--- src/hw/mipsPkg.sv ---
package mipsPkg;

    ////////////////////////////////////////////////////////////
    // widths
    ////////////////////////////////////////////////////////////
    typedef logic [31:0] wordT;
    typedef logic [31:0] addrT;
    typedef logic [4:0]  regIdxT;
    typedef logic [5:0]  opcodeT;
    typedef logic [5:0]  functT;

    localparam int NumRegs     = 32;
    localparam int MemWords    = 64;
    localparam int MemAddrBits = $clog2(MemWords * 4);    // byte index into data memory
    localparam addrT ResetPc   = 32'h0000_0000;

    ////////////////////////////////////////////////////////////
    // instruction encodings
    ////////////////////////////////////////////////////////////
    localparam opcodeT OpRType  = 6'b000000;
    localparam opcodeT OpRegImm = 6'b000001;    // bgez / bltz, rt picks which
    localparam opcodeT OpJ      = 6'b000010;
    localparam opcodeT OpJal    = 6'b000011;
    localparam opcodeT OpBeq    = 6'b000100;
    localparam opcodeT OpBne    = 6'b000101;
    localparam opcodeT OpBlez   = 6'b000110;
    localparam opcodeT OpBgtz   = 6'b000111;
    localparam opcodeT OpAddi   = 6'b001000;
    localparam opcodeT OpJr     = 6'b001001;
    localparam opcodeT OpSlti   = 6'b001010;
    localparam opcodeT OpAndi   = 6'b001100;
    localparam opcodeT OpOri    = 6'b001101;
    localparam opcodeT OpXori   = 6'b001110;
    localparam opcodeT OpLb     = 6'b100000;
    localparam opcodeT OpLh     = 6'b100001;
    localparam opcodeT OpLw     = 6'b100011;
    localparam opcodeT OpSb     = 6'b101000;
    localparam opcodeT OpSh     = 6'b101001;
    localparam opcodeT OpSw     = 6'b101011;

    localparam functT FnSll = 6'b000000;
    localparam functT FnSrl = 6'b000010;
    localparam functT FnMul = 6'b011100;
    localparam functT FnAdd = 6'b100000;
    localparam functT FnSub = 6'b100010;
    localparam functT FnAnd = 6'b100100;
    localparam functT FnOr  = 6'b100101;
    localparam functT FnXor = 6'b100110;
    localparam functT FnNor = 6'b100111;
    localparam functT FnSlt = 6'b101010;

    localparam regIdxT RtBltz = 5'd0;
    localparam regIdxT RtBgez = 5'd1;
    localparam regIdxT RaIdx  = 5'd31;    // link register

    localparam logic [1:0] RegDstRt = 2'd0;
    localparam logic [1:0] RegDstRd = 2'd1;
    localparam logic [1:0] RegDstRa = 2'd2;

    ////////////////////////////////////////////////////////////
    // control and retire
    ////////////////////////////////////////////////////////////
    typedef enum logic [1:0] {
        MemNone = 2'b00,
        MemWord = 2'b01,
        MemHalf = 2'b10,
        MemByte = 2'b11
    } memSizeT;

    typedef enum logic [4:0] {
        AluAdd, AluSub, AluMul, AluSll, AluSrl, AluAnd, AluOr, AluXor,
        AluNor, AluSlt, AluEq, AluNe, AluGez, AluLtz, AluGtz, AluLez
    } aluOpT;

    typedef struct packed {
        logic       regWrite;
        logic       aluSrcImm;
        logic       immZeroExt;
        logic [1:0] regDst;
        memSizeT    memRead;
        memSizeT    memWrite;
        logic       memToReg;
        logic       shiftImm;
        logic       branch;
        logic       jump;
        logic       jumpReg;
        logic       link;
        aluOpT      aluOp;
    } ctrlT;

    typedef struct packed {
        logic   valid;
        logic   regWe;
        regIdxT rd;
        wordT   data;
        addrT   pc;
        addrT   nextPc;
    } retireT;

endpackage

--- src/hw/alu.sv ---
module alu (
    input  mipsPkg::aluOpT op,
    input  mipsPkg::wordT  a,
    input  mipsPkg::wordT  b,
    output mipsPkg::wordT  result,
    output logic           cond
);
    import mipsPkg::*;

    logic aNeg;
    logic aZero;

    assign aNeg  = a[31];
    assign aZero = (a == '0);

    always_comb begin
        result = '0;
        cond   = 1'b0;
        case (op)
            AluAdd: result = a + b;
            AluSub: result = a - b;
            AluMul: result = a * b;            // low word only
            AluSll: result = b << a[4:0];      // a holds shamt
            AluSrl: result = b >> a[4:0];
            AluAnd: result = a & b;
            AluOr:  result = a | b;
            AluXor: result = a ^ b;
            AluNor: result = ~(a | b);
            AluSlt: result = {31'b0, $signed(a) < $signed(b)};

            // branch compares, result unused
            AluEq:  cond = (a == b);
            AluNe:  cond = (a != b);
            AluGez: cond = !aNeg;
            AluLtz: cond = aNeg;
            AluGtz: cond = !aNeg && !aZero;
            AluLez: cond = aNeg || aZero;
            default: begin
                result = '0;
                cond   = 1'b0;
            end
        endcase
    end

endmodule

--- config.mk ---
export PLATFORM = sky130hd
export DESIGN_NAME = alu
export DESIGN_NICKNAME = d
export VERILOG_FILES = /design/src/hw/mipsPkg.sv /design/src/hw/alu.sv
export SDC_FILE = /design/constraint.sdc
export NUM_CORES = 2
export LEC_CHECK = 0
export BUFFER_PORTS_ARGS = -buffer_cell sky130_fd_sc_hd__buf_2
export CAP_MARGIN = 20
export CORE_MARGIN = 4
export CORE_UTILIZATION = 55
export DETAILED_ROUTE_END_ITERATION = 7
export PLACE_DENSITY = 0.82
export SETUP_SLACK_MARGIN = 0.2
export SYNTH_ARGS = -nofsm -noshare
export SYNTH_HDL_FRONTEND = slang
export SYNTH_SLANG_ARGS = --single-unit
--- constraint.sdc ---
create_clock -name vclk -period 17
set_input_delay 0 -clock vclk [all_inputs]
set_output_delay 0 -clock vclk [all_outputs]
set_load 0.005 [all_outputs]
### Yosys cells after proc, flatten, opt, wreduce, memory -nomap -nowiden

Index checks and enable logic that the tools add are counted.

* register bits: 0
* logic and storage cells: 35

* bitwise logic cells: 4
* shift-type cells: 2
* add/subtract/negate cells: 2
* multipliers: 1
* multiplexer cells: 2
* magnitude comparators: 1
* equality and inequality tests: 17
* reduce and logical (&&, ||, !) cells: 6

Operator list (count)
* case mux 32 bit (10 select lines): 1
* equality test 5 x 4 -> 1 bit, second input constant: 8
* adder 32 bit: 1
* AND 32 bit: 1
* equality test 32 bit: 1
* logical NOT 32 bit: 1
* < comparator 32 bit: 1
* multiplier 32 x 32 -> 32 bit: 1
* inequality test 32 bit: 1
* inverter 32 bit: 1
* OR 32 bit: 1
* left shift 32 x 5 -> 32 bit: 1
* right shift 32 x 5 -> 32 bit: 1
* subtractor 32 bit: 1
* bitwise XOR 32 bit: 1
* equality test 5 x 3 -> 1 bit, second input constant: 4
* equality test 5 x 2 -> 1 bit, second input constant: 2
* case mux 1 bit (6 select lines): 1
* equality test 5 x 1 -> 1 bit, second input constant: 1
* logical NOT 5 bit: 1
* logical NOT 1 bit: 2
* logical AND 1 bit: 1
* logical OR 1 bit: 1

### Longest topological paths before layout

* depth after elaboration: 4
* mapped depth: 30

### Least setup slack after synthesis

OpenSTA, ideal clock, no wires.

* path kind: input to output
* start: input a[3]
* end: output result[30]
* path slack: 9.908 ns
* arrival: 7.092 ns
* buffers on the path: 4
* cell stages on the path: 29
* data required time: 17.000 ns
* path through: clkbuf_1 clkinv_1 clkbuf_1 clkbuf_1 buf_1 nor2_1 fa_1 inv_1 fa_1 inv_1 fa_1 inv_1 fa_1 inv_1 fa_1 inv_1 fa_1 inv_1 fa_1 fa_1 ha_1 and3_1 nand4_1 or3_1 a31oi_1 a31oi_1 nand2b_1 a31o_2 a221o_1

* cells in the longest elaborated chain, start to end: 2

Ends and longest elaborated chain
* from (decl): line alu.sv:3 `input mipsPkg::wordT a,`
* multiplier 32 x 32 -> 32 bit, or another cell as far along: line alu.sv:22 `AluMul: result = a * b;`
* case mux 32 bit (10 select lines) (*): line alu.sv:19 `case (op)`
* to (decl): line alu.sv:5 `output mipsPkg::wordT result,`

Mark *: on every way between the ends. The rest lies on a longest branch, timed or not.

### Worst setup path after layout

* start: input a[5]
* end: output result[23]

* cells in the longest elaborated chain, start to end: 2

Ends and longest elaborated chain (line)
* multiplier 32 x 32 -> 32 bit, or another cell as far along: alu.sv:22
* case mux 32 bit (10 select lines) (*): alu.sv:19

Marks and branches as above.

==> flow_summary_export.csv <==
group,metric,value,unit
cells_and_area,n_fill_cell,3838,
critical_path,cpPeakStageDelay,0.95,ns
critical_path,crit_fanout,18,
run,maxCapViolations,0,
clock_tree,cts_hold_buf,0,
placed_design,place_hpwl,81400,um
sta,setup_violations,0,
drt,drt-vias-per-instance,6.84,
drt,via_count,23446,
cells_and_area,n_sequential_cell,0,
synth,synthesis.area,0.0233,mm^2
synth,synth.distinct_cells,94,
critical_path,cp-start-kind,"input port",
drt,drc_errors,0,
cells_and_area,finish.utilization,57.3,%
drt,wire_per_inst,30.5,um
critical_path,path_buf_inv,7,
outcome,status,"complete, no violations",
global_route,overflow,0,
placed_design,io_buffer_count,102,
global_route,grt_max_degree,51,
clock_tree,postCtsSetupBuffers,0,
sta,fin_ws,8.38,ns
sta,fin_crit,8.62,ns
synth,synth.area.top_cells,"fa_1 35%, ha_1 12%, inv_1 7.3%",
synth,yosysSeqAreaShare,0,%
cells_and_area,layout.nets,3589,
clock_tree,cts_resized,0,
cells_and_area,layout.area.seq,0,um^2
sta,maxSlewHeadroom,29.5,%
floorplanning,rows,75,
placed_design,gp_congestion,1.07,
critical_path,required,17.00,ns
sta,fin_crit_sh,50.7,%
floorplanning,coreArea,0.0419,mm^2
global_route,grt_pass1_wl,155000,um
sta,worst_slew_pin_slew,1.06,ns
cells_and_area,diodes,0,
synth,yosysWarningCount,0,
drt,wl,105000,um
floorplanning,die-area,0.0458,mm^2
critical_path,cpLargestDelayFamily,"adder cells",
floorplanning,die_y,214,um
synth,syn_nets,3635,
critical_path,critPathSlowestCell,"clkinv_1",
cells_and_area,synthToLayoutAreaGrowth,2.91,%
floorplanning,start_util,55.7,%
critical_path,worst_path_most_repeated_cell,"fa_1",
sta,drv_slew,0,
sta,hold_violations,0,
synth,synth_top_area_cell,"fa_1",
drt,drtIter0Drc,3467,
global_route,grt_pass1_vias,23939,
sta,grt_setup_unrepaired,"no",
synth,syn_inst,2937,
cells_and_area,n_clock_buffer,0,
synth,post-synth-top-count-cell,"inv_1",
floorplanning,chipWidth,214,um
sta,setup_tns,0,ns
placed_design,pre_cts_slack,8.78,ns
min_path,hp-class,"in -> out",
critical_path,path_class,"in -> out",
drt,ant_nets,0,
sta,clock.fmax,116,MHz
floorplanning,io_pins,102,
synth,synth_commonest_cells,"457 x inv_1, 433 x nor2_1, 410 x fa_1, 303 x nand2_1, 219 x ha_1",
drt,dr.pass1.iters,8,
global_route,antenna_found_initial,1,
sta,worst_hold_slack,0.370,ns
cells_and_area,drive_gt1_share,7.68,%
critical_path,crit_arrival,8.62,ns
global_route,grt_usage,44.7,%
critical_path,cp-end-kind,"output port",
synth,yosys.area.top_type_share,35.2,%
synth,synth.avg_cell_area,7.95,um^2
final cells by class:
cell class | instances | area, um^2 | area share, %
tap | 539 | 674 | 2.81
timing repair buffer | 137 | 776 | 3.23
inverter | 477 | 1790 | 7.45
multi-input combinational | 2275 | 20800 | 86.5
per-layer routing:
| metal | global-route usage (%) | up-vias | part of all wire, % |
|---|---|---|---|
| met5 | 0 | - | 0.011 |
| met4 | 28.9 | 2 | 9.0 |
| met2 | 65.0 | 1929 | 41 |
| met1 | 58.1 | 11505 | 35 |
| met3 | 13.4 | 506 | 14 |
| li1 | - | 9504 | - |
layout by cell type (no fill, tap or decap), types with 11 or more instances in the layout:
cell type	Yosys	routed
buf_4	3	36
buf_2	6	101
or3_1	20	20
a31oi_1	11	11
nand3_1	31	31
o21bai_1	15	15
mux2i_1	61	61
inv_1	457	456
o31ai_1	12	12
a221o_1	23	23
o21ai_0	128	128
ha_1	219	219
o211ai_1	19	19
nand2_1	303	302
o221ai_1	13	13
xnor2_1	69	69
o22ai_1	19	19
a221oi_1	31	31
nand2b_1	22	22
nor3_1	37	36
nand4_1	12	12
and3_1	13	13
mux4_2	31	31
fa_1	410	410
a22oi_1	11	11
nor4_1	14	13
a21o_1	17	17
a211oi_1	22	22
xor2_1	13	13
nor2b_1	18	16
a21oi_1	105	105
clkinv_1	15	14
nor2_1	433	432
through the flow:
stage | cell area [um^2] | std cells
after global routing | 24000 | 3428
after CTS | 24000 | 3428
after floorplan | 23300 | 2937
final | 24000 | 3428
after global placement | 24000 | 3428
after detailed placement | 24000 | 3428
worst paths after layout:
| check | from | endpoint | slack [ns] | cells past startpoint |
|---|---|---|---|---|
| hold / removal | op[4] | cond | 0.37 | 3 |
| setup / recovery | a[5] | result[23] | 8.38 | 25 |
cell families (layout without fill, tap and decap cells):
kind of cell / after synthesis / count (layout) / share of synthesized area, %
adder cells (fa/ha/maj): 629 / 629 / 46.9
AO/OA/AOI/OAI: 530 / 530 / 16.0
AND/OR/NAND/NOR: 934 / 934 / 17.0
multiplexers: 99 / 99 / 5.94
XOR/XNOR: 83 / 83 / 3.17
buffers and inverters: 662 / 614 / 11.1
Power is left out: the tool's default activity adds up to more than one toggle a clock period on the data nets, which glitch-free logic cannot reach.
