File: src/hw/mipsPkg.sv
package mipsPkg;

    ////////////////////////////////////////////////////////////
    // widths
    ////////////////////////////////////////////////////////////
    typedef logic [31:0] wordT;
    typedef logic [31:0] addrT;
    typedef logic [4:0]  regIdxT;
    typedef logic [5:0]  opcodeT;
    typedef logic [5:0]  functT;

    localparam int NumRegs     = 32;
    localparam int MemWords    = 64;
    localparam int MemAddrBits = $clog2(MemWords * 4);    // byte index into data memory
    localparam addrT ResetPc   = 32'h0000_0000;

    ////////////////////////////////////////////////////////////
    // instruction encodings
    ////////////////////////////////////////////////////////////
    localparam opcodeT OpRType  = 6'b000000;
    localparam opcodeT OpRegImm = 6'b000001;    // bgez / bltz, rt picks which
    localparam opcodeT OpJ      = 6'b000010;
    localparam opcodeT OpJal    = 6'b000011;
    localparam opcodeT OpBeq    = 6'b000100;
    localparam opcodeT OpBne    = 6'b000101;
    localparam opcodeT OpBlez   = 6'b000110;
    localparam opcodeT OpBgtz   = 6'b000111;
    localparam opcodeT OpAddi   = 6'b001000;
    localparam opcodeT OpJr     = 6'b001001;
    localparam opcodeT OpSlti   = 6'b001010;
    localparam opcodeT OpAndi   = 6'b001100;
    localparam opcodeT OpOri    = 6'b001101;
    localparam opcodeT OpXori   = 6'b001110;
    localparam opcodeT OpLb     = 6'b100000;
    localparam opcodeT OpLh     = 6'b100001;
    localparam opcodeT OpLw     = 6'b100011;
    localparam opcodeT OpSb     = 6'b101000;
    localparam opcodeT OpSh     = 6'b101001;
    localparam opcodeT OpSw     = 6'b101011;

    localparam functT FnSll = 6'b000000;
    localparam functT FnSrl = 6'b000010;
    localparam functT FnMul = 6'b011100;
    localparam functT FnAdd = 6'b100000;
    localparam functT FnSub = 6'b100010;
    localparam functT FnAnd = 6'b100100;
    localparam functT FnOr  = 6'b100101;
    localparam functT FnXor = 6'b100110;
    localparam functT FnNor = 6'b100111;
    localparam functT FnSlt = 6'b101010;

    localparam regIdxT RtBltz = 5'd0;
    localparam regIdxT RtBgez = 5'd1;
    localparam regIdxT RaIdx  = 5'd31;    // link register

    localparam logic [1:0] RegDstRt = 2'd0;
    localparam logic [1:0] RegDstRd = 2'd1;
    localparam logic [1:0] RegDstRa = 2'd2;

    ////////////////////////////////////////////////////////////
    // control and retire
    ////////////////////////////////////////////////////////////
    typedef enum logic [1:0] {
        MemNone = 2'b00,
        MemWord = 2'b01,
        MemHalf = 2'b10,
        MemByte = 2'b11
    } memSizeT;

    typedef enum logic [4:0] {
        AluAdd, AluSub, AluMul, AluSll, AluSrl, AluAnd, AluOr, AluXor,
        AluNor, AluSlt, AluEq, AluNe, AluGez, AluLtz, AluGtz, AluLez
    } aluOpT;

    typedef struct packed {
        logic       regWrite;
        logic       aluSrcImm;
        logic       immZeroExt;
        logic [1:0] regDst;
        memSizeT    memRead;
        memSizeT    memWrite;
        logic       memToReg;
        logic       shiftImm;
        logic       branch;
        logic       jump;
        logic       jumpReg;
        logic       link;
        aluOpT      aluOp;
    } ctrlT;

    typedef struct packed {
        logic   valid;
        logic   regWe;
        regIdxT rd;
        wordT   data;
        addrT   pc;
        addrT   nextPc;
    } retireT;

endpackage

File: src/hw/regFile.sv
module regFile (
    input  logic            clk,
    input  logic            rstN,
    input  logic            we,
    input  mipsPkg::regIdxT waddr,
    input  mipsPkg::wordT   wdata,
    input  mipsPkg::regIdxT raddrA,
    input  mipsPkg::regIdxT raddrB,
    output mipsPkg::wordT   rdataA,
    output mipsPkg::wordT   rdataB
);
    import mipsPkg::*;

    wordT regs [NumRegs];

    always_ff @(posedge clk or negedge rstN) begin
        if (!rstN) begin
            for (int i = 0; i < NumRegs; i++) begin
                regs[i] <= '0;
            end
        end else if (we && waddr != '0) begin    // r0 never written
            regs[waddr] <= wdata;
        end
    end

    // combinational reads, no bypass needed in a single cycle core
    assign rdataA = regs[raddrA];
    assign rdataB = regs[raddrB];

endmodule

File: config.mk
export PLATFORM = sky130hd
export DESIGN_NAME = regFile
export DESIGN_NICKNAME = d
export VERILOG_FILES = /design/src/hw/mipsPkg.sv /design/src/hw/regFile.sv
export SDC_FILE = /design/constraint.sdc
export NUM_CORES = 2
export LEC_CHECK = 0
export BUFFER_PORTS_ARGS = -buffer_cell sky130_fd_sc_hd__buf_2
export CAP_MARGIN = 0
export CORE_MARGIN = 1
export CORE_UTILIZATION = 40
export CTS_CLUSTER_SIZE = 10
export DETAILED_ROUTE_END_ITERATION = 12
export SLEW_MARGIN = 20
export SYNTH_ARGS = -nofsm -noshare
export SYNTH_HDL_FRONTEND = slang
export SYNTH_SLANG_ARGS = --single-unit
File: constraint.sdc
create_clock -name clk -period 1.4 [get_ports clk]
set_input_delay 0.07 -clock clk [delete_from_list [all_inputs] [get_ports clk]]
set_output_delay 0.07 -clock clk [all_outputs]
set_load 0.005 [all_outputs]
## After elaboration in Yosys (flattened, before gate mapping)

Cells that the tools add are included.
W data, S select, Z words.

| operators by class | value |
|---|---|
| reductions and logical operators | 3 |
| bitwise logic cells | 3 |
| $lt $le $gt $ge | 4 |
| multiplexer cells | 9 |

Operator list:

| cell | count |
|---|---|
| $bwmux W1024 | 1 |
| $bmux W32 S5 | 2 |
| $demux W32 S5 | 1 |
| $mux W32 | 5 |
| $ge A6 B6 Y1 const B | 3 |
| $not A5 Y6 | 3 |
| $lt A6 B1 Y1 const B | 1 |
| $reduce_bool A5 Y1 | 1 |
| $logic_and A1 B1 Y1 | 2 |

| word-level totals | value |
|---|---|
| bits of input ports | 50 |
| output and inout bits | 64 |
| register bits after elaboration | 1,024 |

## Longest topological paths before layout

| logic depth | value |
|---|---|
| depth after elaboration | 6 |
| gate-level depth with buffers | 8 |

## Worst setup path before layout

OpenSTA, ideal clock, no wires.

| path | value |
|---|---|
| path type | input -> output |
| start | input port raddrA[1] |
| end | output port rdataA[11] |
| slack | 0.051 ns |
| buffers on the path | 4 |
| cell stages on the path | 8 |
| data required time | 1.330 ns |
| arrival | 1.279 ns |
| path through | buf_2 buf_4 buf_2 buf_2 mux2i_1 nand2_1 a31oi_1 nand3_1 |

| between the ends | value |
|---|---|
| cells in the longest elaborated chain, start to end | 4 |

RTL lines:

| what | line | text |
|---|---|---|
| start: declaration | regFile.sv:7 | `input mipsPkg::regIdxT raddrA,` |
| $not A5 Y6 (implied by the code) | regFile.sv:27 | `assign rdataA = regs[raddrA];` |
| $bmux W32 S5 | regFile.sv:27 |  |
| $mux W32 (implied by the code) (2 in series) | regFile.sv:27 |  |
| end: declaration | regFile.sv:9 | `output mipsPkg::wordT rdataA,` |

No other way between the ends. The select of a mux whose other input is x is not followed.

## Worst setup path in the final report

| path | value |
|---|---|
| start | register regs[775] in the netlist's numbering |
| end | output port rdataB[7] |

| between the ends | value |
|---|---|
| cells in the longest elaborated chain, start to end | 3 |

RTL lines:

| what | line | text |
|---|---|---|
| start: declaration | regFile.sv:14 | `wordT regs [NumRegs];` |
| start signal: indexed assignment | regFile.sv:22 | `regs[waddr] <= wdata;` |
| $bmux W32 S5 | regFile.sv:28 | `assign rdataB = regs[raddrB];` |
| $mux W32 (implied by the code) (2 in series) | regFile.sv:28 |  |
| end: declaration | regFile.sv:10 | `output mipsPkg::wordT rdataB` |

No other way between the ends. The select of a mux whose other input is x is not followed.

==> flow_metrics.py <==
metrics = {
    "clocking": {
        "cts.clk_slew.worst_paths_ns": 0.06,
        "clk_latency_ns": 0.73,
        "clk_path_buf_depth": 3,
        "cts-root-buf": "clkbuf_16",
        "cts_buffers": 117,
        "ctsHtreeMaxLevel": 3,
        "cts_tree": "built",
        "clock_sinks": 1024,
    },
    "floorplanning": {
        "chipWidth_um": 376,
        "io_pins": 114,
        "start_util": 0.405,
        "die_h_um": 376,
        "die_area_um2": 141000,
        "core.rowCount": 136,
        "core_um2": 138000,
    },
    "critical_path": {
        "critPathArrivalTime_ns": 2.18,
        "r2r_end": "regs[913]",
        "critPathRequiredTime_ns": 1.33,
        "r2r_setup_slack_ns": 0.48,
        "startpoint_type": "flop",
        "rr_worst_depth": 2,
        "cp-end-kind": "primary output",
        "worstPathMaxFanout": 2,
        "crit_type": "flop to primary output",
        "timing.rr.start": "regs[913]",
    },
    "run": {
        "maxCapViolCount": 0,
    },
    "synthesis": {
        "seq_area_frac_synth": 0.458,
        "synth_top_area_cell": "dfrtp_1",
        "synth_warnings": 0,
        "avgSynthCellArea_um2": 12.2,
        "ys_types": 28,
        "synth_top_area_frac": 0.458,
        "synth_area_um2": 55900,
        "ys_ff_latch": 1024,
        "synthCells": 4601,
        "synth.area.top_cells": "dfrtp_1, mux2_2, mux2i_1",
        "synth_nets": 4651,
    },
    "run_status": {
        "violations": "setup timing",
        "status": "complete, but fails checks",
    },
    "timing": {
        "fin_crit_ns": 2.25,
        "finalSetupViolCount": 64,
        "worst_pin_slew_ns": 0.744,
        "min_period_over_period": 1.61,
        "rsz0062_at_grt": "yes",
        "finClkSkew_ns": 0,
        "hold_viol": 0,
        "drv_slew": 0,
        "setup_slack_ns": -0.855,
        "slew_headroom": 0.502,
        "fmax_ghz": 0.444,
    },
    "place": {
        "place_congestion": 0.850,
        "port_buffers": 113,
        "dpl.cell_count": 6644,
        "hpwl_um": 120000,
    },
    "final_layout": {
        "nNetsFinal": 4958,
        "fin_cells": 6817,
        "post-route-util": 0.490,
        "syn_to_final_growth_pct": 21.1,
        "largest_registers": "regs x1024",
        "drive_gt1_frac": 0.388,
        "largest_reg_flops": 1024,
        "regMostFlops": "regs",
    },
    "detailed_routing": {
        "drc": 0,
        "firstDrtPassIters": 5,
        "postRouteAntennaNets": 0,
        "wl_um": 181000,
        "vias": 40100,
        "avgRoutedWirePerCell_um": 26.5,
        "vias_per_cell": 5.88,
        "drt_iter0_drc": 3692,
    },
    "pwr": {
        "p_leak_nw": 31.8,
        "ir_worst_vdd_v": 0.00112,
        "powerDensity_nw_per_um2": 1280,
    },
    "global_route": {
        "grt_pass1_wl_um": 271000,
        "grt_pass1_vias": 41300,
        "track_usage": 0.253,
        "grt_antenna_before_repair": 4,
        "grt_max_degree": 81,
        "overflow": 0,
    },
    "hold_path": {
        "hold_path_class": "input port to async pin",
    },
}
[critical path, cell delays in order, from the launching register on]
cell	delay (ns)
dfrtp_1	0.38
buf_4	0.13
mux2i_1	0.16
a22o_1	0.22
nor3_2	0.09
a31oi_4	0.21
nand3_2	0.12
buf_6	0.14
[synthesized netlist by cell type]
| cell type | number |
|---|---|
| clkbuf_1 | 224 |
| mux2_1 | 39 |
| a21oi_1 | 192 |
| or3b_4 | 1 |
| and3b_1 | 1 |
| or2_2 | 3 |
| nor2_4 | 16 |
| nand2_1 | 210 |
| nor3b_2 | 3 |
| a22oi_1 | 192 |
| and3_1 | 1 |
| a31oi_1 | 64 |
| buf_1 | 26 |
| mux2i_1 | 1024 |
| nand3_1 | 194 |
| nor2_1 | 3 |
| and2_1 | 2 |
| buf_4 | 64 |
| nand2b_1 | 4 |
| nand3b_1 | 4 |
| buf_2 | 111 |
| nor2b_1 | 4 |
| a22o_1 | 128 |
| mux2_2 | 953 |
| nor3_1 | 65 |
| nor3b_1 | 1 |
| buf_6 | 48 |
| dfrtp_1 | 1024 |
[worst max-delay path by stage]
| stage | from | depth (start not counted) | endpoint | slack (ns) |
|---|---|---|---|---|
| 3_5_place_dp | raddrA[1] | 9 | rdataA[20] | -0.60 |
| 4_1_cts | regs[919] | 6 | rdataB[23] | -0.91 |
| 5_1_grt | regs[813] | 6 | rdataA[13] | -0.93 |
| 6_report | regs[775] | 7 | rdataB[7] | -0.85 |
| 3_3_place_gp | raddrA[2] | 9 | rdataA[5] | -0.61 |
| 2_1_floorplan | raddrA[1] | 8 | rdataA[11] | 0.05 |
[power breakdown]
part	switching (mW)	total [mW]	leakage, nW	internal, mW
clock network	12.2	28.4	1.64	16.2
logic	8.76	19.0	17.1	10.2
registers	4.38	39.6	13.1	35.3
total	25.3	87.0	31.8	61.7
[cells in the final DEF (no fill, tap or decap), types with 29 or more instances in the layout]
master and instances:
dfrtp_1 1024, mux2i_1 1020, mux2_2 953, buf_4 339, nand2_1 193, a22oi_1 192, a21oi_1 192, buf_12 169
nand3_1 140, a22o_1 128, clkbuf_16 121, buf_2 74, buf_6 42, mux2_1 39, nor3_2 38, dlygate4sd3_1 34
nand3_2 31, a31oi_4 29
[per-layer routing]
layer | track usage | vias to the layer above | part of all wire
li1 | - | 17600 | -
met4 | 0.0825 | 0 | 0.033
met1 | 0.349 | 20900 | 0.45
met3 | 0.0424 | 348 | 0.060
met2 | 0.405 | 1253 | 0.46
met5 | 0 | - | 0
[kinds of logic after synthesis]
logic type | count (synthesis) | synth area share
mux | 2016 | 0.383
flops | 1024 | 0.458
compound gates | 576 | 0.0701
simple gates | 512 | 0.0439
buf+inv | 473 | 0.0450
[area by class of cell]
class / instances / area, um2
Antenna cell: 2 / 5.00
Clock buffer: 158 / 3290
Clock inverter: 5 / 76.3
Fill cell: 12200 / 70400
Multi-Input combinational cell: 3104 / 29300
Sequential cell: 1024 / 25600
Tap cell: 1863 / 2330
Timing Repair Buffer: 661 / 7160
[repair_timing]
item	in CTS	in global routing
endpoints found under the setup margin	64	64
endpoints found under the hold margin	1921	0
hold buffers	34	0
pin swaps	108	93
gates cloned	0	0
gates resized for setup	217	56
setup buffers	1	8
[stage by stage]
stage / power (mW) / instance area (um2) / setup slack, ns / hold slack (ns) / TNS, ns
finish: 87.0 / 67700 / -0.855 / 0.0821 / -46.53
global route: 90.9 / 67700 / -0.926 / 0.0594 / -52.89
CTS: 87.1 / 67400 / -0.908 / 0.00304 / -50.26
detailed placement: 57.8 / 62600 / -0.599 / -0.0132 / -205.33
global placement: 57.2 / 62600 / -0.607 / -0.00786 / -192.28
floorplan: 51.0 / 55900 / 0.0515 / -0.226 / 0
Power figures use the tool's default switching activity.
