<file path="config.mk">
export PLATFORM = sky130hd
export DESIGN_NAME = pcUnit
export DESIGN_NICKNAME = d
export VERILOG_FILES = /design/src/hw/mipsPkg.sv /design/src/hw/pcUnit.sv
export SDC_FILE = /design/constraint.sdc
export NUM_CORES = 1
export LEC_CHECK = 0
export ABC_CLOCK_PERIOD_IN_PS = 5550
export BUFFER_PORTS_ARGS = -buffer_cell sky130_fd_sc_hd__buf_2
export CORE_MARGIN = 2
export CORE_UTILIZATION = 51
export CTS_BUF_LIST = sky130_fd_sc_hd__clkbuf_16
export CTS_CLUSTER_SIZE = 24
export DETAILED_ROUTE_END_ITERATION = 10
export PLACE_DENSITY = 0.8
export RECOVER_POWER = 50
export REMOVE_ABC_BUFFERS = 1
export SYNTH_ARGS = -nofsm -noshare
export SYNTH_HDL_FRONTEND = slang
export SYNTH_SLANG_ARGS = --single-unit
</file>
<file path="constraint.sdc">
create_clock -name clk -period 5.55 [get_ports clk]
set_input_delay 0.555 -clock clk [delete_from_list [all_inputs] [get_ports clk]]
set_output_delay 0.555 -clock clk [all_outputs]
set_load 0.03 [all_outputs]
</file>
<file path="src/hw/mipsPkg.sv">
package mipsPkg;

    ////////////////////////////////////////////////////////////
    // widths
    ////////////////////////////////////////////////////////////
    typedef logic [31:0] wordT;
    typedef logic [31:0] addrT;
    typedef logic [4:0]  regIdxT;
    typedef logic [5:0]  opcodeT;
    typedef logic [5:0]  functT;

    localparam int NumRegs     = 32;
    localparam int MemWords    = 64;
    localparam int MemAddrBits = $clog2(MemWords * 4);    // byte index into data memory
    localparam addrT ResetPc   = 32'h0000_0000;

    ////////////////////////////////////////////////////////////
    // instruction encodings
    ////////////////////////////////////////////////////////////
    localparam opcodeT OpRType  = 6'b000000;
    localparam opcodeT OpRegImm = 6'b000001;    // bgez / bltz, rt picks which
    localparam opcodeT OpJ      = 6'b000010;
    localparam opcodeT OpJal    = 6'b000011;
    localparam opcodeT OpBeq    = 6'b000100;
    localparam opcodeT OpBne    = 6'b000101;
    localparam opcodeT OpBlez   = 6'b000110;
    localparam opcodeT OpBgtz   = 6'b000111;
    localparam opcodeT OpAddi   = 6'b001000;
    localparam opcodeT OpJr     = 6'b001001;
    localparam opcodeT OpSlti   = 6'b001010;
    localparam opcodeT OpAndi   = 6'b001100;
    localparam opcodeT OpOri    = 6'b001101;
    localparam opcodeT OpXori   = 6'b001110;
    localparam opcodeT OpLb     = 6'b100000;
    localparam opcodeT OpLh     = 6'b100001;
    localparam opcodeT OpLw     = 6'b100011;
    localparam opcodeT OpSb     = 6'b101000;
    localparam opcodeT OpSh     = 6'b101001;
    localparam opcodeT OpSw     = 6'b101011;

    localparam functT FnSll = 6'b000000;
    localparam functT FnSrl = 6'b000010;
    localparam functT FnMul = 6'b011100;
    localparam functT FnAdd = 6'b100000;
    localparam functT FnSub = 6'b100010;
    localparam functT FnAnd = 6'b100100;
    localparam functT FnOr  = 6'b100101;
    localparam functT FnXor = 6'b100110;
    localparam functT FnNor = 6'b100111;
    localparam functT FnSlt = 6'b101010;

    localparam regIdxT RtBltz = 5'd0;
    localparam regIdxT RtBgez = 5'd1;
    localparam regIdxT RaIdx  = 5'd31;    // link register

    localparam logic [1:0] RegDstRt = 2'd0;
    localparam logic [1:0] RegDstRd = 2'd1;
    localparam logic [1:0] RegDstRa = 2'd2;

    ////////////////////////////////////////////////////////////
    // control and retire
    ////////////////////////////////////////////////////////////
    typedef enum logic [1:0] {
        MemNone = 2'b00,
        MemWord = 2'b01,
        MemHalf = 2'b10,
        MemByte = 2'b11
    } memSizeT;

    typedef enum logic [4:0] {
        AluAdd, AluSub, AluMul, AluSll, AluSrl, AluAnd, AluOr, AluXor,
        AluNor, AluSlt, AluEq, AluNe, AluGez, AluLtz, AluGtz, AluLez
    } aluOpT;

    typedef struct packed {
        logic       regWrite;
        logic       aluSrcImm;
        logic       immZeroExt;
        logic [1:0] regDst;
        memSizeT    memRead;
        memSizeT    memWrite;
        logic       memToReg;
        logic       shiftImm;
        logic       branch;
        logic       jump;
        logic       jumpReg;
        logic       link;
        aluOpT      aluOp;
    } ctrlT;

    typedef struct packed {
        logic   valid;
        logic   regWe;
        regIdxT rd;
        wordT   data;
        addrT   pc;
        addrT   nextPc;
    } retireT;

endpackage

</file>
<file path="src/hw/pcUnit.sv">
module pcUnit (
    input  logic          clk,
    input  logic          rstN,
    input  logic          en,
    input  mipsPkg::ctrlT ctrl,
    input  logic          cond,
    input  mipsPkg::wordT rsValue,
    input  logic [15:0]   imm,
    input  logic [25:0]   target,
    output mipsPkg::addrT pc,
    output mipsPkg::addrT nextPc
);
    import mipsPkg::*;

    addrT pcPlus4;
    addrT branchTarget;
    addrT jumpTarget;

    assign pcPlus4      = pc + 32'd4;
    assign branchTarget = pcPlus4 + {{14{imm[15]}}, imm, 2'b00};
    assign jumpTarget   = {pcPlus4[31:28], target, 2'b00};    // stays in current 256MB region

    always_comb begin
        if (ctrl.jumpReg) begin
            nextPc = rsValue;
        end else if (ctrl.jump) begin
            nextPc = jumpTarget;
        end else if (ctrl.branch && cond) begin
            nextPc = branchTarget;
        end else begin
            nextPc = pcPlus4;
        end
    end

    always_ff @(posedge clk or negedge rstN) begin
        if (!rstN) begin
            pc <= ResetPc;
        end else if (en) begin
            pc <= nextPc;    // holds on stall
        end
    end

endmodule

</file>
**Word level (Yosys, flattened, before mapping)**

Cells that the tools add are included.

- Flip-flop bits (word level): 32
- Input port bits: 98
- Output and inout bits: 64

- $add $sub $neg: 2
- Muxes and demuxes: 3
- Reduce and logical (&&, ||, !) cells: 1

Operators by type and width:

| cell | number |
|---|---|
| $mux 32 | 3 |
| $add 32x3->32 const B | 1 |
| $add 32x32->32 | 1 |
| $logic_and 1x1->1 | 1 |

**Longest topological paths before layout**

- Depth in word-level cells: 5
- Depth in mapped cells: 16
- Gate-level depth less buffers: 15

**Least setup slack after synthesis**

Ideal clock, no wire load.

- Kind: reg-to-output
- Start point: register pc[13]
- End point: output port nextPc[31]
- Data arrival time: 4.314 ns
- Setup slack: 0.681 ns
- Stages on the path, launching flop included: 16
- Path buffers: 1
- Cell sequence: dfrtp_1 -> and3_1 -> nand4_1 -> or3_1 -> nor3_1 -> xor2_1 -> ha_1 -> clkbuf_1 -> o21a_1 -> a2111o_1 -> a31oi_1 -> o21ai_1 -> a31oi_1 -> mux2i_1 -> xor2_1 -> o21ai_0

- Longest elaborated chain between the ends: 5

Ends and longest elaborated chain:

| item | line | RTL |
|---|---|---|
| start, declared | pcUnit.sv:10 | `output mipsPkg::addrT pc,` |
| start signal, assigned | pcUnit.sv:37 | `pc <= ResetPc;` |
| start signal, assigned | pcUnit.sv:39 | `pc <= nextPc;` |
| $add 32x3->32 * | pcUnit.sv:19 | `assign pcPlus4 = pc + 32'd4;` |
| $add 32x32->32 | pcUnit.sv:20 | `assign branchTarget = pcPlus4 + {{14{imm[15]}}, imm, 2'b00};` |
| $mux 32 | pcUnit.sv:28 | `end else if (ctrl.branch && cond) begin` |
| $mux 32 * | pcUnit.sv:26 | `end else if (ctrl.jump) begin` |
| $mux 32 * | pcUnit.sv:24 | `if (ctrl.jumpReg) begin` |
| end, declared | pcUnit.sv:11 | `output mipsPkg::addrT nextPc` |

Mark *: on every way between the ends. The rest lies on a longest branch, timed or not.

**Final worst setup path**

Same ends and word-level chain as after synthesis.

==> flow_summary.yaml <==
place:
  hpwlAfterDp_um: 11270
  finalWeightedCongestion: 0.9201
  placed_cells: 814
  dpl_worst_slack_ns: 0.6115
  detailed_place.area_sq_um: 5181
  numPortBuffers: 144
synthesis:
  syn-cell-area_sq_um: 4417
  ys.warnings.count: 0
  synth_largest_type_area_fraction: 0.1813
  synth.yosys.seq_area_share: 0.1813
  netlist_instances: 589
  yosysMostFrequentCell: "sky130_fd_sc_hd__nand2_1"
  synth_ff_type: "sky130_fd_sc_hd__dfrtp_1"
  synthArstFlopShare: 1.000
  yosysTopAreaCell: "sky130_fd_sc_hd__dfrtp_1"
  syn_avg_cell_area_sq_um: 7.499
  synth_edf_count: 0
  synth_top_cells_by_area: "sky130_fd_sc_hd__dfrtp_1 18%, sky130_fd_sc_hd__ha_1 10%, sky130_fd_sc_hd__nand2_1 7.0%, sky130_fd_sc_hd__xnor2_1 5.6%, sky130_fd_sc_hd__mux2_2 4.8%"
  register_bit_count_reported_by_yosys: 32
  netlist_cell_types: 66
  yosys-top-cells-count: "82 x sky130_fd_sc_hd__nand2_1, 51 x sky130_fd_sc_hd__nor2_1, 42 x sky130_fd_sc_hd__o21ai_0"
hold_path:
  worst_hold_path.endpoint: "pc[20]$_DFFE_PN0P_"
  hold_start: "rsValue[20]"
  hold-path-cell-count: 3
  worstHoldPathType: "primary input to flop"
clocking:
  cts_setup_buffers: 0
  clk_transition_reported_paths_ns: 0.05
  cts_max_path_buffers: 2
  cts_repair_resized_insts: 0
  clock_tree.htree_level_count: 2
  cts-root-buf: "sky130_fd_sc_hd__clkbuf_16"
  tritoncts: "yes"
  latest_clock_arrival_within_the_worst_skew_pair_ns: 0.28
  cts-buffers-inserted: 5
  clock_sinks: 32
  cts_hold_buffers: 0
final_layout:
  reg.largest.list: "pc (32)"
  final_instance_area_sq_um: 5308
  largest_register_ffs: 32
  fin_nets: 852
  layoutNonFillerInstCount: 822
  final_layout_size_suffix_gt1_frac: 0.2162
  synthesis_to_finish_area_growth_pct: 20.17
  largest_register: "pc"
  antenna-diode-count: 0
  fillers: 738
floorplan:
  core_region_area_sq_um: 8299
  initial_utilization: 0.5322
  design.portCount: 162
  chip_height_um: 97.06
  die_area_sq_um: 9421
  row_count: 33
  die_width_um: 97.06
timing:
  hold_slack_ns: 0.5333
  setup_violations: 0
  setup-tns-final_ns: 0
  peak_freq_ghz: 0.1896
  finalHoldViolations: 0
  setup_slack_ns: 0.2745
  timing.slew.headroom: -0.2041
  final_max_slew_viol_count: 33
  tightest_slew_ns: 1.806
  worst_clock_skew_ns: 0.003443
  period_share: 0.9505
  unrepaired_setup_endpoints_after_global_routing: "false"
  final_period_minus_worst_setup_slack_ns: 5.276
routing:
  first_pass_iters: 6
  first_iter_violations: 355
  final_antenna_net_count: 0
  route.final.wire_length_um: 14830
  drc: 0
  routed_wire_length_per_instance_um: 18.04
  routed_via_density: 6.245
  dr_total_vias: 5133
critical_path:
  timing_worst_setup_path_type: "flop to output pin"
  depth_of_the_most_critical_reg_to_reg_path: 15
  series_of_cell_instances_along_the_critical_path: "and3_1 -> nand4_1 -> nor3_1 -> and4_1 -> xor2_1 -> ha_1 -> a21oi_1 -> o21ai_0 -> a2111o_1 -> a31oi_1 -> o21ai_1 -> a31oi_1 -> mux2i_1 -> xor2_1 -> o21ai_0 -> buf_2"
  critical_path_required_time_ns: 4.99
  worst_setup_path_start_kind: "flop"
  cp.arrival_ns: 4.72
  cp-end-kind: "output pin"
  r2r_setup_slack_ns: 1.06
  critical_path.slowest_cell: "sky130_fd_sc_hd__dfrtp_1"
  critical_path.reg2reg.startpoint: "pc[13]$_DFFE_PN0P_"
  cp_max_fo: 6
  r2r-end: "pc[31]$_DFFE_PN0P_"
  slowest_delay_ns: 0.44
power_and_ir_drop:
  power_density_over_the_cells_nw_per_um2: 278.6
  leakage_nw: 2.455
  vdd_ir_drop_max_uv: 203.5
global_route:
  first_global_vias: 4854
  global_route.overflow_total: 0
  grt_antenna_before_repair: 0
  overall_global_routing_usage: 0.3032
  grt_first_pass_wirelength_um: 23940
  globalRouteMet1Util: 0.4175
  grt_util_met2: 0.4979
  global_route_met3_utilization: 0.03237
  largest_net_degree_at_the_start_of_global_routing: 59
  global_route.peak_usage_layer: "met2"
outcome:
  run_status: "finished, violations left"
  violated_checks: "capacitance limit, slew limit"
run:
  cap_viol_max_count: 1
-- power by group --
part           switching (mW)  leakage, nW  total (mW)  internal [mW]
logic                   0.536         1.99       0.847          0.310
clock network           0.104       0.0850       0.313          0.209
registers              0.0515        0.378       0.319          0.268
-- worst max-delay path by stage --
stage | from | endpoint | slack [ns]
after detailed placement | pc[4]$_DFFE_PN0P_ | nextPc[31] | 0.61
after floorplan | pc[13]$_DFFE_PN0P_ | nextPc[31] | 0.77
after global routing | pc[13]$_DFFE_PN0P_ | nextPc[31] | 0.003
final | pc[13]$_DFFE_PN0P_ | nextPc[31] | 0.27
after CTS | pc[4]$_DFFE_PN0P_ | nextPc[31] | 0.29
after global placement | pc[4]$_DFFE_PN0P_ | nextPc[31] | 0.84
-- final cells by class --
type                       count  area, sq um  area share
multi-input combinational    515         3451      0.6502
sequential                    32        800.8      0.1509
timing repair buffer         147        704.4      0.1327
tap                          105        131.4     0.02475
clock buffer                   5        125.1     0.02357
inverter                      15        56.30     0.01061
clock inverter                 3        38.79    0.007308
-- layout by cell type (no fill, tap or decap), types with 7 or more instances in the layout --
cell type,netlist,layout
sky130_fd_sc_hd__inv_1,14,15
sky130_fd_sc_hd__xnor2_1,28,28
sky130_fd_sc_hd__xor2_1,18,18
sky130_fd_sc_hd__mux2_2,19,19
sky130_fd_sc_hd__nor2_1,51,51
sky130_fd_sc_hd__ha_1,37,37
sky130_fd_sc_hd__a21o_1,18,18
sky130_fd_sc_hd__o31ai_1,7,7
sky130_fd_sc_hd__mux2i_1,7,7
sky130_fd_sc_hd__a211oi_1,7,7
sky130_fd_sc_hd__a21oi_1,41,41
sky130_fd_sc_hd__buf_2,4,113
sky130_fd_sc_hd__dfrtp_1,32,32
sky130_fd_sc_hd__o211ai_1,14,14
sky130_fd_sc_hd__nor3_1,11,11
sky130_fd_sc_hd__a31oi_1,13,13
sky130_fd_sc_hd__clkbuf_1,20,31
sky130_fd_sc_hd__o21ai_0,42,42
sky130_fd_sc_hd__nand4_1,10,10
sky130_fd_sc_hd__nand2_1,82,82
sky130_fd_sc_hd__nand3_1,19,19
-- routing by layer --
metal | vias up | wire length, um
li1 | 2435 | -
met1 | 2405 | 6247
met2 | 265 | 7045
met3 | 28 | 1168
met4 | 0 | 369
met5 | - | 0
-- worst max-delay path, delay by kind of cell, from the launching register on --
kind | cells | cell delay [ns]
AOI/OAI and AO/OA | 7 | 1.49
xor gates and xnor gates | 2 | 0.34
buffers and inverters | 1 | 0.23
muxes | 1 | 0.42
and+or+nand+nor | 4 | 1.16
DFF | 1 | 0.44
adders and majority gates | 1 | 0.34
-- logic make-up after synthesis --
kind of cell	after synthesis	share of synthesized area
AND/OR/NAND/NOR	220	0.2368
AO/OA/AOI/OAI	185	0.2793
XOR/XNOR	46	0.09122
buffers and inverters	42	0.03768
adder cells (fa/ha/maj)	38	0.1093
flip-flops	32	0.1813
multiplexers	26	0.06431
-- per-stage QoR --
step	utilization	power [mW]
finish	0.6395	1.479
global route	0.6395	1.568
CTS	0.6441	1.474
detailed placement	0.6243	1.152
global placement	0.6243	1.131
floorplan	-	0.9132
No activity file was read; power rests on OpenSTA's default activity.
