<file path="src/hw/mipsPkg.sv">
package mipsPkg;

    ////////////////////////////////////////////////////////////
    // widths
    ////////////////////////////////////////////////////////////
    typedef logic [31:0] wordT;
    typedef logic [31:0] addrT;
    typedef logic [4:0]  regIdxT;
    typedef logic [5:0]  opcodeT;
    typedef logic [5:0]  functT;

    localparam int NumRegs     = 32;
    localparam int MemWords    = 64;
    localparam int MemAddrBits = $clog2(MemWords * 4);    // byte index into data memory
    localparam addrT ResetPc   = 32'h0000_0000;

    ////////////////////////////////////////////////////////////
    // instruction encodings
    ////////////////////////////////////////////////////////////
    localparam opcodeT OpRType  = 6'b000000;
    localparam opcodeT OpRegImm = 6'b000001;    // bgez / bltz, rt picks which
    localparam opcodeT OpJ      = 6'b000010;
    localparam opcodeT OpJal    = 6'b000011;
    localparam opcodeT OpBeq    = 6'b000100;
    localparam opcodeT OpBne    = 6'b000101;
    localparam opcodeT OpBlez   = 6'b000110;
    localparam opcodeT OpBgtz   = 6'b000111;
    localparam opcodeT OpAddi   = 6'b001000;
    localparam opcodeT OpJr     = 6'b001001;
    localparam opcodeT OpSlti   = 6'b001010;
    localparam opcodeT OpAndi   = 6'b001100;
    localparam opcodeT OpOri    = 6'b001101;
    localparam opcodeT OpXori   = 6'b001110;
    localparam opcodeT OpLb     = 6'b100000;
    localparam opcodeT OpLh     = 6'b100001;
    localparam opcodeT OpLw     = 6'b100011;
    localparam opcodeT OpSb     = 6'b101000;
    localparam opcodeT OpSh     = 6'b101001;
    localparam opcodeT OpSw     = 6'b101011;

    localparam functT FnSll = 6'b000000;
    localparam functT FnSrl = 6'b000010;
    localparam functT FnMul = 6'b011100;
    localparam functT FnAdd = 6'b100000;
    localparam functT FnSub = 6'b100010;
    localparam functT FnAnd = 6'b100100;
    localparam functT FnOr  = 6'b100101;
    localparam functT FnXor = 6'b100110;
    localparam functT FnNor = 6'b100111;
    localparam functT FnSlt = 6'b101010;

    localparam regIdxT RtBltz = 5'd0;
    localparam regIdxT RtBgez = 5'd1;
    localparam regIdxT RaIdx  = 5'd31;    // link register

    localparam logic [1:0] RegDstRt = 2'd0;
    localparam logic [1:0] RegDstRd = 2'd1;
    localparam logic [1:0] RegDstRa = 2'd2;

    ////////////////////////////////////////////////////////////
    // control and retire
    ////////////////////////////////////////////////////////////
    typedef enum logic [1:0] {
        MemNone = 2'b00,
        MemWord = 2'b01,
        MemHalf = 2'b10,
        MemByte = 2'b11
    } memSizeT;

    typedef enum logic [4:0] {
        AluAdd, AluSub, AluMul, AluSll, AluSrl, AluAnd, AluOr, AluXor,
        AluNor, AluSlt, AluEq, AluNe, AluGez, AluLtz, AluGtz, AluLez
    } aluOpT;

    typedef struct packed {
        logic       regWrite;
        logic       aluSrcImm;
        logic       immZeroExt;
        logic [1:0] regDst;
        memSizeT    memRead;
        memSizeT    memWrite;
        logic       memToReg;
        logic       shiftImm;
        logic       branch;
        logic       jump;
        logic       jumpReg;
        logic       link;
        aluOpT      aluOp;
    } ctrlT;

    typedef struct packed {
        logic   valid;
        logic   regWe;
        regIdxT rd;
        wordT   data;
        addrT   pc;
        addrT   nextPc;
    } retireT;

endpackage

</file>
<file path="src/hw/mainDecoder.sv">
module mainDecoder (
    input  mipsPkg::wordT instr,
    output mipsPkg::ctrlT ctrl
);
    import mipsPkg::*;

    opcodeT opcode;
    functT  funct;
    regIdxT rt;

    assign opcode = instr[31:26];
    assign funct  = instr[5:0];
    assign rt     = instr[20:16];    // second opcode field for bgez/bltz

    ////////////////////////////////////////////////////////////
    // control words per instruction class
    ////////////////////////////////////////////////////////////
    function automatic ctrlT loadCtrl(memSizeT size);
        ctrlT c;
        c           = '0;
        c.regWrite  = 1'b1;
        c.aluSrcImm = 1'b1;
        c.regDst    = RegDstRt;
        c.memRead   = size;
        c.memToReg  = 1'b1;
        c.aluOp     = AluAdd;    // base + offset
        return c;
    endfunction

    function automatic ctrlT storeCtrl(memSizeT size);
        ctrlT c;
        c           = '0;
        c.aluSrcImm = 1'b1;
        c.memWrite  = size;
        c.aluOp     = AluAdd;
        return c;
    endfunction

    function automatic ctrlT immCtrl(aluOpT op, logic zeroExt);
        ctrlT c;
        c            = '0;
        c.regWrite   = 1'b1;
        c.aluSrcImm  = 1'b1;
        c.immZeroExt = zeroExt;
        c.regDst     = RegDstRt;
        c.aluOp      = op;
        return c;
    endfunction

    function automatic ctrlT branchCtrl(aluOpT op);
        ctrlT c;
        c        = '0;
        c.branch = 1'b1;
        c.aluOp  = op;    // compare sets cond
        return c;
    endfunction

    function automatic ctrlT rTypeCtrl(aluOpT op, logic isShift);
        ctrlT c;
        c          = '0;
        c.regWrite = 1'b1;
        c.regDst   = RegDstRd;
        c.shiftImm = isShift;    // shamt into operand a
        c.aluOp    = op;
        return c;
    endfunction

    always_comb begin
        ctrl = '0;    // unknown codes stay a no-op
        case (opcode)
            OpRType: begin
                case (funct)
                    FnSll:   ctrl = rTypeCtrl(AluSll, 1'b1);
                    FnSrl:   ctrl = rTypeCtrl(AluSrl, 1'b1);
                    FnAdd:   ctrl = rTypeCtrl(AluAdd, 1'b0);
                    FnSub:   ctrl = rTypeCtrl(AluSub, 1'b0);
                    FnMul:   ctrl = rTypeCtrl(AluMul, 1'b0);
                    FnAnd:   ctrl = rTypeCtrl(AluAnd, 1'b0);
                    FnOr:    ctrl = rTypeCtrl(AluOr, 1'b0);
                    FnXor:   ctrl = rTypeCtrl(AluXor, 1'b0);
                    FnNor:   ctrl = rTypeCtrl(AluNor, 1'b0);
                    FnSlt:   ctrl = rTypeCtrl(AluSlt, 1'b0);
                    default: ctrl = '0;
                endcase
            end
            OpLw:   ctrl = loadCtrl(MemWord);
            OpLh:   ctrl = loadCtrl(MemHalf);
            OpLb:   ctrl = loadCtrl(MemByte);
            OpSw:   ctrl = storeCtrl(MemWord);
            OpSh:   ctrl = storeCtrl(MemHalf);
            OpSb:   ctrl = storeCtrl(MemByte);
            OpAddi: ctrl = immCtrl(AluAdd, 1'b0);
            OpSlti: ctrl = immCtrl(AluSlt, 1'b0);
            OpAndi: ctrl = immCtrl(AluAnd, 1'b1);    // logical immediates zero-extend
            OpOri:  ctrl = immCtrl(AluOr, 1'b1);
            OpXori: ctrl = immCtrl(AluXor, 1'b1);
            OpBeq:  ctrl = branchCtrl(AluEq);
            OpBne:  ctrl = branchCtrl(AluNe);
            OpBgtz: ctrl = branchCtrl(AluGtz);
            OpBlez: ctrl = branchCtrl(AluLez);
            OpRegImm: begin
                if (rt == RtBgez) begin
                    ctrl = branchCtrl(AluGez);
                end else if (rt == RtBltz) begin
                    ctrl = branchCtrl(AluLtz);
                end
            end
            OpJ: ctrl.jump = 1'b1;
            OpJal: begin
                ctrl.jump     = 1'b1;
                ctrl.link     = 1'b1;    // r31 gets pc+4
                ctrl.regWrite = 1'b1;
                ctrl.regDst   = RegDstRa;
            end
            OpJr:    ctrl.jumpReg = 1'b1;
            default: ctrl = '0;
        endcase
    end

endmodule

</file>
<file path="config.mk">
export PLATFORM = sky130hd
export DESIGN_NAME = mainDecoder
export DESIGN_NICKNAME = d
export VERILOG_FILES = /design/src/hw/mipsPkg.sv /design/src/hw/mainDecoder.sv
export SDC_FILE = /design/constraint.sdc
export NUM_CORES = 1
export LEC_CHECK = 0
export ABC_AREA = 1
export BUFFER_PORTS_ARGS = -buffer_cell sky130_fd_sc_hd__buf_2
export CAP_MARGIN = 20
export CORE_AREA = 4 4 42 44
export DETAILED_ROUTE_END_ITERATION = 8
export DIE_AREA = 0 0 46 48
export MAX_ROUTING_LAYER = met4
export PLACE_DENSITY = 0.86
export SLEW_MARGIN = 10
export SYNTH_ARGS = -nofsm -noshare
export SYNTH_HDL_FRONTEND = slang
export SYNTH_SLANG_ARGS = --single-unit
export TNS_END_PERCENT = 10
</file>
<file path="constraint.sdc">
create_clock -name vclk -period 1
set_clock_uncertainty 0.2 [all_clocks]
set_input_delay 0.05 -clock vclk [all_inputs]
set_output_delay 0.05 -clock vclk [all_outputs]
set_load 0.02 [all_outputs]
</file>
Word level (Yosys, flattened, before mapping):

Index checks and enable logic that the tools add are counted.

* register bits: 0
* latch bits: 0
* bits in writable memories: 0
* ROM bits: 0
* bits of input ports: 32
* output and inout bits: 20
* word-level logic and storage cells: 48
* memories: 0

* add/subtract/negate cells: 0
* $mul: 0
* div/mod/pow operators: 0
* order comparisons: 0
* equality and inequality tests: 29
* shifts and indexed selects: 0
* muxes and demuxes: 11
* bitwise logic cells: 0
* reduce and logical (&&, ||, !) cells: 8

Operators by type and width (count)
* 20-bit one-hot mux with 10 select lines: 1
* 6-bit equality test, second input constant: 13
* 7-bit one-hot mux with 9 select lines: 1
* 5-bit one-hot mux with 10 select lines: 1
* 6-bit by 4-bit equality test with 1-bit output, second input constant: 6
* 6-bit by 3-bit equality test with 1-bit output, second input constant: 4
* 20-bit two-way mux: 1
* 6-bit by 2-bit equality test with 1-bit output, second input constant: 3
* 6-bit logical NOT: 2
* 1-bit one-hot mux with 3 select lines: 4
* 9-bit two-way mux: 1
* 9-bit OR reduction: 1
* 2-bit one-hot mux with 4 select lines: 1
* 8-bit OR reduction: 1
* 6-bit by 1-bit equality test with 1-bit output, second input constant: 1
* 6-bit by 5-bit equality test with 1-bit output, second input constant: 1
* 2-bit one-hot mux with 3 select lines: 1
* 5-bit by 1-bit equality test with 1-bit output, second input constant: 1
* 5-bit logical NOT: 1
* 4-bit OR reduction: 1
* 3-bit OR reduction: 1
* 2-bit OR reduction: 1

Logic depth before layout (Yosys ltp):

Gate-level depths: netlist of the first run.

* depth after elaboration: 4
* gate-level depth with buffers: 9
* gate-level depth less buffers: 9

Least setup slack after synthesis of the first run:

Ideal clock, no wire load.

* kind: input port to output port
* from: input instr[30]
* to: output ctrl[18] in the netlist's numbering
* data arrival time: 0.997 ns
* required time: 0.750 ns
* setup slack: -0.247 ns
* stages: 5
* buffers on the path: 0
* path through: nor2_4 -> nand3_1 -> nor2_1 -> nor2_1 -> o211ai_1

RTL lines
* start: declaration: line mainDecoder.sv:2 `input mipsPkg::wordT instr,`
* end: declaration: line mainDecoder.sv:3 `output mipsPkg::ctrlT ctrl`

==> results of run 1 <==
Yosys cell counts:
| library cell | n | area share (%) |
|---|---|---|
| nor3_1 | 3 | 2.9 |
| nand2_2 | 1 | 1.2 |
| o21ai_0 | 2 | 2.0 |
| o21ai_2 | 1 | 1.7 |
| nor2_1 | 29 | 21 |
| nand2_1 | 26 | 19 |
| nor2_4 | 1 | 2.2 |
| conb_1 | 1 | 0.74 |
| a31oi_1 | 1 | 1.2 |
| nor2_2 | 4 | 4.9 |
| nand3_1 | 16 | 16 |
| inv_1 | 17 | 13 |
| nor3_2 | 1 | 2.0 |
| nor4_1 | 1 | 1.2 |
| a21boi_1 | 1 | 1.5 |
| a21oi_1 | 1 | 0.98 |
| o211ai_1 | 3 | 4.4 |
| buf_4 | 2 | 2.9 |
| nand4_1 | 1 | 1.2 |
logic make-up after synthesis:
kind of cell,count (synthesis)
AO/OA/AOI/OAI,9
buffers and inverters,19
other,1
AND/OR/NAND/NOR,83
worst max-delay path: cells and delay by family:
kind / cells / cell delay (ns)
buffers and inverters: 3 / 0.41
and+or+nand+nor: 3 / 0.30
AOI/OAI and AO/OA: 2 / 0.21
area by class of cell:
type	instances	area share (%)
Inverter	17	5.86
Timing Repair Buffer	52	39.3
Tap cell	16	1.84
Multi-Input combinational cell	93	53.0
repair_timing:
item | 4_1_cts | 5_1_grt
resized for setup | 59 | 26
endpoints found under the setup margin | 19 | 19
setup buffers | 1 | 0
hold buffers | 0 | 0
pin swaps | 10 | 6
routing by layer:
layer	track usage, %	vias up	routed length (microns)
met5	-	-	0
met2	42.0	30	1290
met3	0.376	4	115
met1	20.2	409	810
li1	-	458	-
met4	6.25	0	32
metrics by stage:
step                      utilization, %  hold slack, ns  instance area, sq um  setup slack, ns
after CTS                           69.9           0.204                  1000           -0.236
final                               75.8           0.238                  1090           -0.242
after floorplan                        -         -0.0202                   523          -0.0591
after detailed placement            57.1           0.203                   821           -0.304
after global routing                75.8           0.265                  1090           -0.320
after global placement              57.1           0.201                   821           -0.272
worst min-delay path by stage:
stage,end,from,cells after the start,slack (ns)
global route,ctrl[12],instr[27],3,0.26
floorplan,ctrl[12],instr[27],1,-0.02
finish,ctrl[12],instr[27],3,0.24
global placement,ctrl[12],instr[27],3,0.20
CTS,ctrl[12],instr[27],3,0.20
detailed placement,ctrl[12],instr[27],3,0.20
report_power, final:
part | leakage, nW | switching, W | total, W | internal (W)
Combinational | 0.592 | 0.000201 | 0.000363 | 0.000161
Clock | 0 | 0 | 0 | 0
Sequential | 0 | 0 | 0 | 0
==> results by group, run 1 <==
Outcome
  • Outcome: finished with violations
  • Failing checks: negative setup slack

GRT
  • Largest net degree at the start of global routing: 7
  • Vias in the first global route: 812
  • Total grt overflow: 0
  • First-pass GRT wire length: between 3000 and 4000 microns
  • Initial antenna violation count: 0
  • GRT Total Usage: just over 20%

Synth
  • Synth unique cells: 19
  • Largest family of logic cells by synthesized area: simple AND/OR/NAND/NOR gates
  • Syn avg cell area: between 4 and 5 sq um
  • Compound-cell area share of the yosys netlist: around an eighth
  • Synth Area in XOR/XNOR: 0%
  • Sequential area share after synthesis: 0%
  • Net count after synthesis: approximately 140
  • Syn. warnings: 0
  • Simple-Gate Fraction of Synth Area: 72.0%
  • Post-synthesis adder-cell area fraction: 0%
  • Syn Inst Count: 112
  • Mux share of post-synthesis cell area: 0%
  • Post-synthesis cell area: around 510 sq um

Drt
  • Routed Antenna Nets: 0
  • Initial DRC Count: 6
  • DRT Wirelength: 2250 microns
  • Pre-antenna DRT Iters: 4
  • Vias per std cell: 5.06
  • DR WL/cell: between 10 and 15 microns
  • Vias: ~900
  • DRC Markers: 0

Layout
  • Share of layout cells above drive strength 1: ~57%
  • FF/Latch Area: 0 sq um
  • Final sequential cell count: 0
  • Area delta synth->final: 114%
  • Number of diodes: 0
  • Most common cell after layout, fill and taps aside: buf_4
  • Clock Buffer Count: 0
  • Commonest non-fill, non-tap cells in the layout: buf_4, nand2_1, nor2_1, inv_1
  • Multi-input logic area: 577 sq um
  • Fillers: 117
  • Final nets: around 200
  • Non-Filler Instances: 178

Floorplan
  • Die W: between 40 and 50 microns
  • Ports: 52
  • Die area: 2210 sq um
  • Initial Utilization: 35.5%
  • Chip height: approximately 48 microns
  • # rows: 14
  • Core ar.: approximately 1400 sq um

STA
  • Fin crit share: 124%
  • Setup ws final: -0.242 ns
  • RSZ-0062 raised after global routing: yes
  • Max Slew Vio Count: 0
  • Final number of hold-violating endpoints: 0
  • Setup violations, final: 19
  • Min Tclk post-route: 1.24 ns
  • Max Freq: 0.805 GHz
  • Setup TNS: -2.84 ns

Worst setup path
  • CP endpoint kind: primary output
  • Worst Setup EP: ctrl[18]
  • CP max stage delay: 0.20 ns
  • CP max FO: 6
  • Startpoint Class: primary input
  • CP cell instances: buf_8 > nor2_4 > buf_6 > nand2_4 > o21ai_4 > nor2_2 > o211ai_1 > buf_4
  • Worst setup path class: in -> out
  • Worst Path Required: around 0.75 ns
  • Critical path's slowest cell: nor2_4
  • Crit path DAT: ~1 ns
  • CP startpoint: instr[30]

Pwr
  • Pwr Density: roughly 330 nW/um^2
  • Tot Pwr: 0.000363 W
  • Peak VDD IR: roughly 150 uV
  • Leakage: around 0.6 nW

Placement
  • RePlAce Congestion: around 0.85
  • Buffers on Ports: 36
  • Detailed Place HPWL: 1560 microns
  • Placed Instances: ~180

Hold path
  • Hold WC Path Type: in -> out

Run
  • Maxcap violations: 0
No activity file was read; power rests on OpenSTA's default activity.
==> inputs of run 2 (changes only) <==
- CELL_PAD_IN_SITES_DETAIL_PLACEMENT: not set -> 0
- CELL_PAD_IN_SITES_GLOBAL_PLACEMENT: not set -> 2
- CORE_AREA: 4 4 42 44 -> 4 4 66 68
- DIE_AREA: 0 0 46 48 -> 0 0 70 72
- PLACE_DENSITY: 0.86 -> 0.84
- clock period: 1 -> 1.4 ns (I/O delays scaled with it)
==> results by group, run 2 (same netlist as run 1, synthesis figures left out) <==
GRT
  • Largest net degree at the start of global routing: 8
  • Total grt overflow: 0
  • First-pass GRT wire length: roughly 2800 microns
  • Initial antenna violation count: 0
  • GRT Total Usage: under 10%
  • Vias in the first global route: roughly 730

STA
  • Min Tclk post-route: 1.30 ns
  • Max Freq: ~0.77 GHz
  • Setup violations, final: 0
  • Fin crit share: ~93%
  • Max Slew Vio Count: 0
  • WHS: between 0.2 and 0.25 ns
  • Final number of hold-violating endpoints: 0
  • RSZ-0062 raised after global routing: yes
  • Setup ws final: about 0.095 ns

Layout
  • Area delta synth->final: 63.6%
  • Post-route cell area: about 830 sq um
  • Share of layout cells above drive strength 1: 38.7%
  • Commonest non-fill, non-tap cells in the layout: buf_2, nor2_1, nand2_1, inv_1, nand3_1
  • Number of diodes: 0
  • FF/Latch Area: 0 sq um
  • Final nets: 189
  • Fillers: between 400 and 500
  • Non-Filler Instances: roughly 200
  • Multi-input logic area: between 400 and 500 sq um
  • Clock Buffer Count: 0
  • Most common cell after layout, fill and taps aside: buf_2
  • Final sequential cell count: 0

Floorplan
  • Initial Utilization: a little over an eighth
  • Core ar.: between 3000 and 4000 sq um
  • Ports: 52
  • Die W: roughly 70 microns
  • # rows: 23
  • Die area: between 5000 and 6000 sq um
  • Chip height: between 70 and 80 microns

Worst setup path
  • CP startpoint: instr[30]
  • Startpoint Class: primary input
  • Worst Path Required: between 1 and 1.5 ns
  • CP endpoint kind: primary output
  • CP max FO: 7
  • Worst setup path class: in -> out
  • Crit path DAT: 1.03 ns

Hold path
  • Hold WC Path Type: in -> out
  • Hold path startpoint: instr[27]

Pwr
  • Leakage: roughly 0.52 nW
  • Peak VDD IR: approximately 70 uV
  • Pwr Density: 219 nW/um^2

Run
  • Maxcap violations: 0

Placement
  • Placed Instances: approximately 210
  • Placed cell area: a little over 800 sq um
  • Buffers on Ports: 36
  • Detailed Place HPWL: 1640 microns
  • Dpl ws: roughly 0.0019 ns
  • RePlAce Congestion: slightly below 0.8

Drt
  • DRT Wirelength: between 1500 and 2000 microns
  • DR WL/cell: 8.83 microns
  • Routed Antenna Nets: 0
  • Initial DRC Count: 33
  • Vias per std cell: approximately 3.8
  • DRC Markers: 0
  • Pre-antenna DRT Iters: 4
  • Vias: between 700 and 800

Clock network
  • Post-CTS repair timing setup buffer count: 0
  • Cts hold-fix bufs: 0

Outcome
  • Outcome: finished, final reports clean
==> run 2: cell count changes in the layout (fill, tap and decap cells not counted), moves of 2 or more <==
cell     previous run  this run
inv_2               6         1
nor2_2              9         7
nand3_2             6         0
nand2_4             2         0
buf_4              30        10
nor2_4              9         2
buf_8               3         0
buf_2               9        34
nand2_1            21        24
buf_6              10         1
nand3_1            10        16
nor2_1             16        25
inv_1              11        16
==> run 2: repair_timing <==
item | CTS | global route
gates resized for setup | 1 | 10
setup endpoints to repair | 1 | 6
hold endpoints to repair | 0 | 0
pin swaps | 0 | 2
==> run 2: critical path, cell delays in order <==
cell and delay, ns:
buf_2 0.13, nor2_4 0.17, nand2_1 0.12, nor3_2 0.20, nor2_1 0.06, o211ai_1 0.09, buf_2 0.19
==> run 2: area by class of cell <==
| class | count | share of cell area (%) |
|---|---|---|
| Timing Repair Buffer | 45 | 30.8 |
| Multi-Input combinational cell | 93 | 54.1 |
| Tap cell | 50 | 7.51 |
| Inverter | 17 | 7.66 |
==> run 2: final timing paths <==
path / slack (ns) / cells past startpoint / to
setup / recovery: 0.1 / 7 / ctrl[2]
hold / removal: 0.24 / 3 / ctrl[12]
==> run 2: metal layers <==
metal / vias up / share of wire [%] / track usage [%]
li1: 443 / - / -
met1: 328 / 49 / 8.71
met2: 16 / 46 / 11.6
met3: 0 / 5.2 / 0.831
met4: 0 / 0 / 0
met5: - / 0 / -
==> run 2: where the power goes <==
part	leakage, nW	internal [W]	switching (W)
registers	0	0	0
clock network	0	0	0
logic	0.516	0.0000723	0.000110
==> run 2: per-stage QoR <==
step	util, %	TNS (ns)	power [W]
after floorplan	-	0	0.0000916
after global placement	20.9	-0.0661	0.000174
after detailed placement	20.9	0	0.000174
after CTS	20.9	0	0.000175
after global routing	21.6	-0.0242	0.000203
final	21.6	0	0.000182
